[src/rtl/key_recorder_pkg.sv]
package key_recorder_pkg;

  //////////////////////////////////////////////////////////////////////
  // key word
  //////////////////////////////////////////////////////////////////////

  // one line per key
  localparam int KEY_WIDTH = 17;

  // snapshot of every key line taken at one sample strobe
  typedef logic [KEY_WIDTH-1:0] key_word_t;

  //////////////////////////////////////////////////////////////////////
  // recording memory
  //////////////////////////////////////////////////////////////////////

  localparam int ADDR_WIDTH = 4;
  localparam int MEM_DEPTH = 1 << ADDR_WIDTH;

  typedef logic [ADDR_WIDTH-1:0] mem_addr_t;

  // one extra bit so a full memory (16 entries) can be counted
  typedef logic [ADDR_WIDTH:0] rec_length_t;

  //////////////////////////////////////////////////////////////////////
  // debounce
  //////////////////////////////////////////////////////////////////////

  // short interval for simulation, a 27 MHz board needs about 270000
  localparam int DEBOUNCE_CYCLES = 16;

  // must be able to hold DEBOUNCE_CYCLES itself
  typedef logic [4:0] debounce_count_t;

  // recorder operating mode
  typedef enum logic [1:0] {
    MODE_USER,
    MODE_RECORD,
    MODE_PLAYBACK
  } recorder_mode_t;

endpackage

[src/rtl/debounce.sv]
`timescale 1ns/10ps

// turns one bouncing input into a clean level
module debounce import key_recorder_pkg::*; (
  input  logic clock,
  input  logic reset,
  input  logic noisy,
  output logic clean
);

  // last level seen on the input
  logic sampled;
  // cycles the input has been stable at the sampled level
  debounce_count_t count;

  always_ff @(posedge clock) begin
    if (reset) begin
      // start out agreeing with whatever the input shows
      sampled <= noisy;
      clean <= noisy;
      count <= '0;
    end else if (noisy != sampled) begin
      // input moved, start the stable interval over
      sampled <= noisy;
      count <= '0;
    end else if (count == debounce_count_t'(DEBOUNCE_CYCLES)) begin
      // stable long enough, let it through
      // counter parks here until the next change
      clean <= sampled;
    end else begin
      // still waiting out the interval
      count <= count + 1'b1;
    end
  end

  // a change that reverts before the count ends
  // just restarts the count and never reaches clean
  // total latency is DEBOUNCE_CYCLES + 1 after the last edge

endmodule

[src/rtl/key_memory.sv]
`timescale 1ns/10ps

// on-chip store for recorded key words
// single port, registered read, inferred as block ram
module key_memory import key_recorder_pkg::*; (
  input  logic      clock,
  input  logic      write,
  input  mem_addr_t address,
  input  key_word_t write_data,
  output key_word_t read_data
);

  // storage array
  key_word_t mem [MEM_DEPTH];

  always_ff @(posedge clock) begin
    // write lands at this edge
    if (write) begin
      mem[address] <= write_data;
    end
    // read data shows up one cycle after the address
    // (old contents when reading and writing the same word)
    read_data <= mem[address];
  end

endmodule

[src/rtl/key_recorder_top.sv]
`timescale 1ns/10ps

// key pattern recorder
// debounced keys and buttons feed the recorder, which owns the memory
module key_recorder_top import key_recorder_pkg::*; (
  input  logic           clock,
  input  logic           reset,
  input  logic           sample_ready,
  input  logic           record_button,
  input  logic           playback_button,
  input  key_word_t      key_lines,
  output key_word_t      key_out,
  output recorder_mode_t mode
);

  // clean versions of the inputs
  key_word_t clean_keys;
  logic clean_record;
  logic clean_playback;

  // memory port
  logic mem_write;
  mem_addr_t mem_address;
  key_word_t mem_write_data;
  key_word_t mem_read_data;

  //////////////////////////////////////////////////////////////////////
  // input debounce
  //////////////////////////////////////////////////////////////////////

  // one filter per key line
  for (genvar i = 0; i < KEY_WIDTH; i++) begin : g_key_debounce
    debounce key_debounce (
      .clock (clock),
      .reset (reset),
      .noisy (key_lines[i]),
      .clean (clean_keys[i])
    );
  end

  debounce record_debounce (
    .clock (clock),
    .reset (reset),
    .noisy (record_button),
    .clean (clean_record)
  );

  debounce playback_debounce (
    .clock (clock),
    .reset (reset),
    .noisy (playback_button),
    .clean (clean_playback)
  );

  //////////////////////////////////////////////////////////////////////
  // recorder and its memory
  //////////////////////////////////////////////////////////////////////

  recorder_fsm recorder (
    .clock          (clock),
    .reset          (reset),
    .sample_ready   (sample_ready),
    .record         (clean_record),
    .playback       (clean_playback),
    .keys           (clean_keys),
    .mem_read_data  (mem_read_data),
    .mem_write      (mem_write),
    .mem_address    (mem_address),
    .mem_write_data (mem_write_data),
    .key_out        (key_out),
    .mode           (mode)
  );

  key_memory memory (
    .clock      (clock),
    .write      (mem_write),
    .address    (mem_address),
    .write_data (mem_write_data),
    .read_data  (mem_read_data)
  );

endmodule

[src/rtl/recorder_fsm.sv]
`timescale 1ns/10ps

// three-mode key recorder
// user passes live keys, record stores one word per strobe,
// playback replays the stored words one per strobe
module recorder_fsm import key_recorder_pkg::*; (
  input  logic           clock,
  input  logic           reset,
  input  logic           sample_ready,
  input  logic           record,
  input  logic           playback,
  input  key_word_t      keys,
  input  key_word_t      mem_read_data,
  output logic           mem_write,
  output mem_addr_t      mem_address,
  output key_word_t      mem_write_data,
  output key_word_t      key_out,
  output recorder_mode_t mode
);

  //////////////////////////////////////////////////////////////////////
  // counters and edge detect
  //////////////////////////////////////////////////////////////////////

  // entry pointer, one bit wider than the memory address
  rec_length_t address;
  // number of words in the last recording
  rec_length_t length;
  // record level at the previous strobe
  logic record_prev;

  logic record_rise;
  rec_length_t address_next;
  logic record_full;

  // press detect is relative to the last strobe, not the last clock
  assign record_rise = record & ~record_prev;
  assign address_next = address + 1'b1;
  // this write fills the last word
  assign record_full = (address_next == rec_length_t'(MEM_DEPTH));

  //////////////////////////////////////////////////////////////////////
  // mode machine
  //////////////////////////////////////////////////////////////////////

  always_ff @(posedge clock) begin
    if (reset) begin
      mode <= MODE_USER;
      address <= '0;
      length <= '0;
      record_prev <= 1'b0;
      key_out <= '0;
      mem_write <= 1'b0;
      mem_address <= '0;
    end else begin
      // write strobe lasts exactly one cycle
      mem_write <= 1'b0;

      // everything else holds between strobes
      if (sample_ready) begin
        record_prev <= record;

        case (mode)
          MODE_USER: begin
            // live keys straight through
            key_out <= keys;
            if (record_rise) begin
              mode <= MODE_RECORD;
              address <= '0;
              mem_address <= '0;
            end else if (playback) begin
              mode <= MODE_PLAYBACK;
              address <= '0;
              // first word is read ahead of the next strobe
              mem_address <= '0;
            end
          end

          MODE_RECORD: begin
            if (record_rise) begin
              // second press ends the recording, nothing stored
              mode <= MODE_USER;
            end else if (playback) begin
              mode <= MODE_PLAYBACK;
              address <= '0;
              mem_address <= '0;
            end else begin
              // store this strobe's keys and echo them
              mem_write <= 1'b1;
              mem_address <= address[ADDR_WIDTH-1:0];
              key_out <= keys;
              address <= address_next;
              length <= address_next;
              // memory full, back to user
              if (record_full) begin
                mode <= MODE_USER;
              end
            end
          end

          MODE_PLAYBACK: begin
            if (address == length) begin
              // all words replayed, key_out holds the last one
              mode <= MODE_USER;
            end else if (record_rise) begin
              // length stays until the new recording overwrites it
              mode <= MODE_RECORD;
              address <= '0;
              mem_address <= '0;
            end else begin
              // read data for this address is ready by now
              // since strobes are at least two cycles apart
              key_out <= mem_read_data;
              address <= address_next;
              mem_address <= address_next[ADDR_WIDTH-1:0];
            end
          end

          default: begin
            mode <= MODE_USER;
          end
        endcase
      end
    end
  end

  // write payload, only meaningful while mem_write is high
  always_ff @(posedge clock) begin
    if (sample_ready) begin
      mem_write_data <= keys;
    end
  end

endmodule

[config.mk]
export PLATFORM = sky130hd
export DESIGN_NAME = key_recorder_top
export DESIGN_NICKNAME = d
export VERILOG_FILES = /design/src/rtl/key_recorder_pkg.sv /design/src/rtl/debounce.sv /design/src/rtl/key_memory.sv /design/src/rtl/key_recorder_top.sv /design/src/rtl/recorder_fsm.sv
export SDC_FILE = /design/constraint.sdc
export NUM_CORES = 1
export LEC_CHECK = 0
export BUFFER_PORTS_ARGS = -buffer_cell sky130_fd_sc_hd__clkbuf_2
export CAP_MARGIN = 0
export CORE_ASPECT_RATIO = 1.2
export CORE_MARGIN = 2
export CORE_UTILIZATION = 24
export DETAILED_ROUTE_END_ITERATION = 8
export MAX_ROUTING_LAYER = met4
export PLACE_DENSITY = 0.43
export SETUP_SLACK_MARGIN = 0.2
export SLEW_MARGIN = 10
export SYNTH_ARGS = -nofsm -noshare
export SYNTH_HDL_FRONTEND = slang
export SYNTH_HIERARCHICAL = 1
export SYNTH_SLANG_ARGS = --single-unit
[constraint.sdc]
create_clock -name clock -period 2.6 [get_ports clock]
set_input_delay 0.52 -clock clock [delete_from_list [all_inputs] [get_ports clock]]
set_output_delay 0.52 -clock clock [all_outputs]
set_load 0.05 [all_outputs]
==> results of run 1 <==
[kinds of logic (layout without fill, tap and decap cells)]
group,count (synthesis),in the layout,share of synthesized area
flops,474,474,0.665
simple gates,268,268,0.0777
mux,128,128,0.112
compound gates,120,120,0.0487
xor+xnor,102,102,0.0466
buf+inv,85,233,0.0207
fa+ha+maj,44,44,0.0287
[final timing paths]
kind	start	end	slack, ns	cells past startpoint
min	key_lines[14]	g_key_debounce[14].key_debounce/sampled	0.17	1
min reg2reg	g_key_debounce[11].key_debounce/clean	recorder/mem_write_data[11]	0.45	0
max reg2reg	recorder/address[0]	recorder/mode[1]	0.37	6
max	recorder/address[0]	recorder/mode[1]	0.37	6
[stage by stage]
stage,hold WS [ns],std cells
final,0.169,2404
after global routing,0.148,2404
after CTS,0.133,2404
after detailed placement,0.434,2315
after global placement,0.437,2315
after floorplan,0.426,1221
[power by group]
part           internal [uW]  switching (uW)  total (uW)
sequential              8260             184        8440
clock                   4140            2880        7020
combinational            344             592         937
total                  12700            3660       16400
[critical path, cell delays in order (launching register included)]
cell and delay, ns:
dfxtp_1 0.58, ha_1 0.33, and3_1 0.24, xnor2_1 0.09, o311a_1 0.30, nor3b_1 0.39
mux2i_1 0.24
[placed cells by master, fill, tap and decap left out, types with 5 or more instances in the layout]
cell and instances:
mux2i_1 40, a21oi_1 25, a21o_2 19, nand2b_1 25, nor3_1 42, nor2_1 72
a22oi_1 34, mux2_2 20, dfxtp_1 145, a211oi_2 10, clkbuf_1 17, clkbuf_8 5
clkbuf_16 51, xor2_1 44, and4bb_4 19, inv_1 44, mux4_2 68, clkbuf_2 39
nand2_1 32, a211oi_1 7, edfxtp_1 327, xnor2_1 58, nand3_1 43, o21ai_0 8
nor2_2 13, buf_4 56, ha_1 43, clkinv_2 8
[state kept, by name, summed over array words and instances (netlist names)]
signal and cells:
g_key_debounce.key_debounce/clean 17, g_key_debounce.key_debounce/count 85, g_key_debounce.key_debounce/sampled 17, memory/mem 272, memory/read_data 17, playback_debounce/clean 1, playback_debounce/count 5, playback_debounce/sampled 1
record_debounce/clean 1, record_debounce/count 5, record_debounce/sampled 1, recorder/address 5, recorder/key_out 17, recorder/length 5, recorder/mem_address 4, recorder/mem_write 1
recorder/mem_write_data 17, recorder/mode 2, recorder/record_prev 1
[cells in the mapped netlist (all sizes together), types with 4 or more instances]
master	instances
nand2	32
nor2	85
mux4	68
nand3	43
a22oi	34
a211oi	17
nor2b	4
a21o	21
xnor2	58
dfxtp	147
buf	24
clkbuf	16
and4bb	19
a21oi	25
mux2	20
mux2i	40
ha	44
xor2	44
edfxtp	327
inv	44
o21ai	10
nand2b	25
nor3	47
[final cells by class]
| cell class | count | share of cell area |
|---|---|---|
| flip-flops and latches | 474 | 0.565 |
| clock inverters | 16 | 0.00847 |
| well taps | 1035 | 0.0573 |
| clock buffers | 73 | 0.0623 |
| repair buffers | 99 | 0.0308 |
| inverters | 45 | 0.00747 |
| multi-input cells | 662 | 0.269 |
[per-layer routing]
metal	wire, um	vias to the layer above	global-route usage
met4	953	0	0.0318
met1	18400	5220	0.132
met3	1320	63	0.0141
met5	0	-	-
li1	-	4830	-
met2	21400	131	0.181
==> flow_summary.ini, run 1 <==
[status]
status = finished clean

[cells_and_area]
multiInputGateArea_um2 = 6080
syn2layout_area_growth_pct = 17.9
fin_util = 0.286
fin_nets = 1396
layout-drive-gt1-share = 0.243
fill_cells = 7954
fin_area_um2 = 22600
n_antenna_cell = 0
ff_latch_area_um2 = 12800

[clocking]
cts_buffers = 48
hold_buffers = 0
htreeDepth = 2
clkSinkCount = 474
clk_pin_slew_ns = 0.06
cts.path.max_buffers = 3
post_cts_buffers = 0
insertion_delay_ns = 0.57
cts_tree = done
cts_root_buf = clkbuf_16
postCtsResizedCells = 0

[synthesis]
netlist.area_leader.share = 0.512
synth_seq_area_share = 0.665
yosysWarnings = 6
ys_top_cells_by_area = edfxtp_1 (51%), dfxtp_1 (15%), mux4_2 (8.0%)
synth-seq-cells = 474
ys_types = 52
synth_edf_count = 327
syn_area_per_cell_um2 = 15.7
syn_nets = 1287
synth_top_area_cell = edfxtp_1
netlist_instances = 1221
synthFlopType = edfxtp_1
synthArstFlopShare = 0
syn-cell-area_um2 = 19200

[grt]
first_global_vias = 10800
overflow = 0
grt_pass1_wl_um = 65400
grt_usage = 0.107
antenna_found_initial = 0
grt_max_degree = 31

[detailed_routing]
drc = 0
avgRoutedWirePerCell_um = 17.5
postRouteAntennaNets = 0
wirelength_um = 42100
first_iter_violations = 495
vias = 10200
viasPerCell = 4.26
firstDrtPassIters = 6

[timing]
rsz0062_at_grt = no
setup_ws_ns = 0.366
maxSlewViolCount = 0
finalHoldViolCount = 0
slew_headroom = 0.342
max_freq_mhz = 448
clock_skew_ns = 0.0160
setup_viol_count_final = 0
fin_crit_ns = 2.23
tightest_slew_ns = 0.983
finalCritPeriodShare = 0.859
fin_tns_setup_ns = 0

[placed_design]
dp_hpwl_um = 27300
port_buffers = 40
place.gp.congestion = 0.750
post-place-ws_ns = 0.356
placed_cell_area_um2 = 21000

[setup_path]
cp-end-kind = flip-flop
cp.arrival_ns = 2.73
crit_path_max_fanout = 11
worstPathRequired_ns = 3.09
crit_type = flip-flop to flip-flop
startpoint_type = flip-flop

[pwr]
peakVddDrop_v = 0.000451
power.leakage_uw = 0.00742
p_per_area_nw_per_um2 = 725
totalPowerFinal_uw = 16400

[die]
fp.dieW_um = 262
rows = 113
dieArea_um2 = 82200
die_y_um = 314
coreArea_um2 = 79200
io_pins = 41
start_util = 0.242

[worst_hold_path]
min_path_type = input port to flip-flop

[run]
drv_cap = 0
Note: power is estimated with default switching activity, not from simulation.
==> inputs of run 2 (changes only) <==
==> constraint.sdc (replaced) <==
create_clock -name clock -period 2.6 [get_ports clock]
set_input_delay 0.13 -clock clock [delete_from_list [all_inputs] [get_ports clock]]
set_output_delay 0.13 -clock clock [all_outputs]
set_load 0.05 [all_outputs]
==> run 2 against run 1 <==
Largest cell class unchanged. Via count increased by 0.20%. Power grew 0.28%. Sequential cell count stayed put. Critical endpoint is now recorder/address[3]. Count of clock-buffer cells in the layout decreased by 6. Clock skew grew 0.0026 ns. Critical path type unchanged. Fmax rose by 0.17%. Final cell count is 0.46% higher. Utilization rose by 0.25 points. Global-route usage decreased by 0.13 points. Setup slack better by 0.0038 ns. Clock power about the same.
==> flow_summary.ini, run 2 (synthesized netlist as in run 1, its figures left out) <==
[status]
status = finished clean

[die]
rows = 113
coreArea_um2 = 79200
fp.dieW_um = 262
start_util = 0.242
dieArea_um2 = 82200
io_pins = 41
die_y_um = 314

[setup_path]
worstSetupStartpoint = recorder/mode[1]
startpoint_type = flip-flop
reg2reg_depth = 7
worstPathRequired_ns = 3.09
cp-end-kind = flip-flop
reg2reg_to = recorder/address[3]
worstReg2RegStart = recorder/mode[1]
crit_path_max_fanout = 10
endpoint = recorder/address[3]
cp.arrival_ns = 2.72
rrSetupSlack_ns = 0.37
crit_type = flip-flop to flip-flop

[cells_and_area]
layout-drive-gt1-share = 0.238
largestRegisters = memory/mem x272, g_key_debounce.key_debounce/count x85
largest_reg_flops = 272
fin_nets = 1407
final_cell_mix = edfxtp_1 (327), dfxtp_1 (145), nor2_1 (72)
fin_util = 0.288
final_common_cell = edfxtp_1
syn2layout_area_growth_pct = 18.9
n_antenna_cell = 0
top_register = memory/mem
fill_cells = 7923

[clocking]
post_cts_buffers = 0
cts_buffers = 47
cts.path.max_buffers = 3
clkSinkCount = 474
cts_tree = done
clk_pin_slew_ns = 0.06
cts_root_buf = clkbuf_16
insertion_delay_ns = 0.57
htreeDepth = 2

[worst_hold_path]
min_path_type = input port to flip-flop
hold_path_depth = 4

[detailed_routing]
drc = 0
avgRoutedWirePerCell_um = 17.5
postRouteAntennaNets = 0
viasPerCell = 4.25
wirelength_um = 42200
vias = 10300
first_iter_violations = 501
firstDrtPassIters = 5

[timing]
fin_tns_setup_ns = 0
maxSlewViolCount = 0
slew_headroom = 0.418
rsz0062_at_grt = no
finalHoldViolCount = 0
clock_skew_ns = 0.0186
fin_crit_ns = 2.23
finalCritPeriodShare = 0.858
tightest_slew_ns = 0.869
setup_viol_count_final = 0
max_freq_mhz = 448
worst_hold_slack_ns = 0.153

[placed_design]
place.gp.congestion = 0.726
dp_hpwl_um = 26800
port_buffers = 40

[grt]
grt_pass1_wl_um = 64600
grt_usage = 0.105
first_global_vias = 10700
overflow = 0
antenna_found_initial = 0
grt_max_degree = 40

[run]
drv_cap = 0

[pwr]
power.leakage_uw = 0.00747
peakVddDrop_v = 0.000535
p_per_area_nw_per_um2 = 721
run 2: changes by cell type in the layout (fill, tap and decap cells not counted), sizes merged:
cell | before | now
dlygate4sd3 | 0 | 20
buf | 60 | 52
clkbuf | 112 | 106
clkinvlp | 1 | 3
inv | 44 | 46
bufinv | 4 | 5
run 2: cell type report:
class                      instances  area, um2  area share
tap                             1035       1290      0.0568
sequential                       474      12800       0.560
timing repair buffer             111        886      0.0388
clock buffer                      67       1350      0.0593
clock inverter                    21        254      0.0111
multi-input combinational        662       6080       0.267
inverter                          45        169     0.00741
run 2: where the power goes:
group	total [uW]	internal, uW	switching (uW)
logic	956	362	594
registers	8440	8260	186
clock network	7050	4140	2910
run 2: metrics by stage:
step / worst slack [ns] / std cells / total power, uW / cell area (um2)
2_1_floorplan: 0.224 / 1221 / 9210 / 19200
3_3_place_gp: 0.379 / 2307 / 9530 / 21000
3_5_place_dp: 0.365 / 2307 / 9560 / 21000
4_1_cts: 0.357 / 2415 / 16700 / 22800
5_1_grt: 0.216 / 2415 / 17100 / 22800
6_report: 0.370 / 2415 / 16400 / 22800
run 2: worst min path at each step:
stage          slack (ns)                                       to     startpoint
2_1_floorplan        0.23   g_key_debounce[0].key_debounce/sampled   key_lines[0]
3_3_place_gp         0.35  g_key_debounce[14].key_debounce/sampled  key_lines[14]
3_5_place_dp         0.35   g_key_debounce[2].key_debounce/sampled   key_lines[2]
4_1_cts              0.16                      recorder/address[3]   sample_ready
5_1_grt              0.18                      recorder/address[3]   sample_ready
6_report             0.15                      recorder/address[3]   sample_ready
run 2: worst max-delay path, cell delays in order (launching register included):
cell and delay, ns:
dfxtp_1 0.41, inv_1 0.09, ha_1 0.21, nor2b_1 0.16
mux2_2 0.30, a311oi_4 0.46, or4b_1 0.47, o21ai_1 0.08
run 2: routing by layer:
layer / up-vias / wire length [um] / share of wire / GRT usage
li1: 4832 / - / - / -
met1: 5251 / 18300 / 0.43 / 0.128
met3: 46 / 1330 / 0.031 / 0.0143
met5: - / 0 / 0 / -
met4: 0 / 740 / 0.018 / 0.0261
met2: 135 / 21800 / 0.52 / 0.184
run 2: timing repair:
action,CTS,global route
hold buffers,20,0
gates resized for setup,0,0
endpoints found under the hold margin,40,0
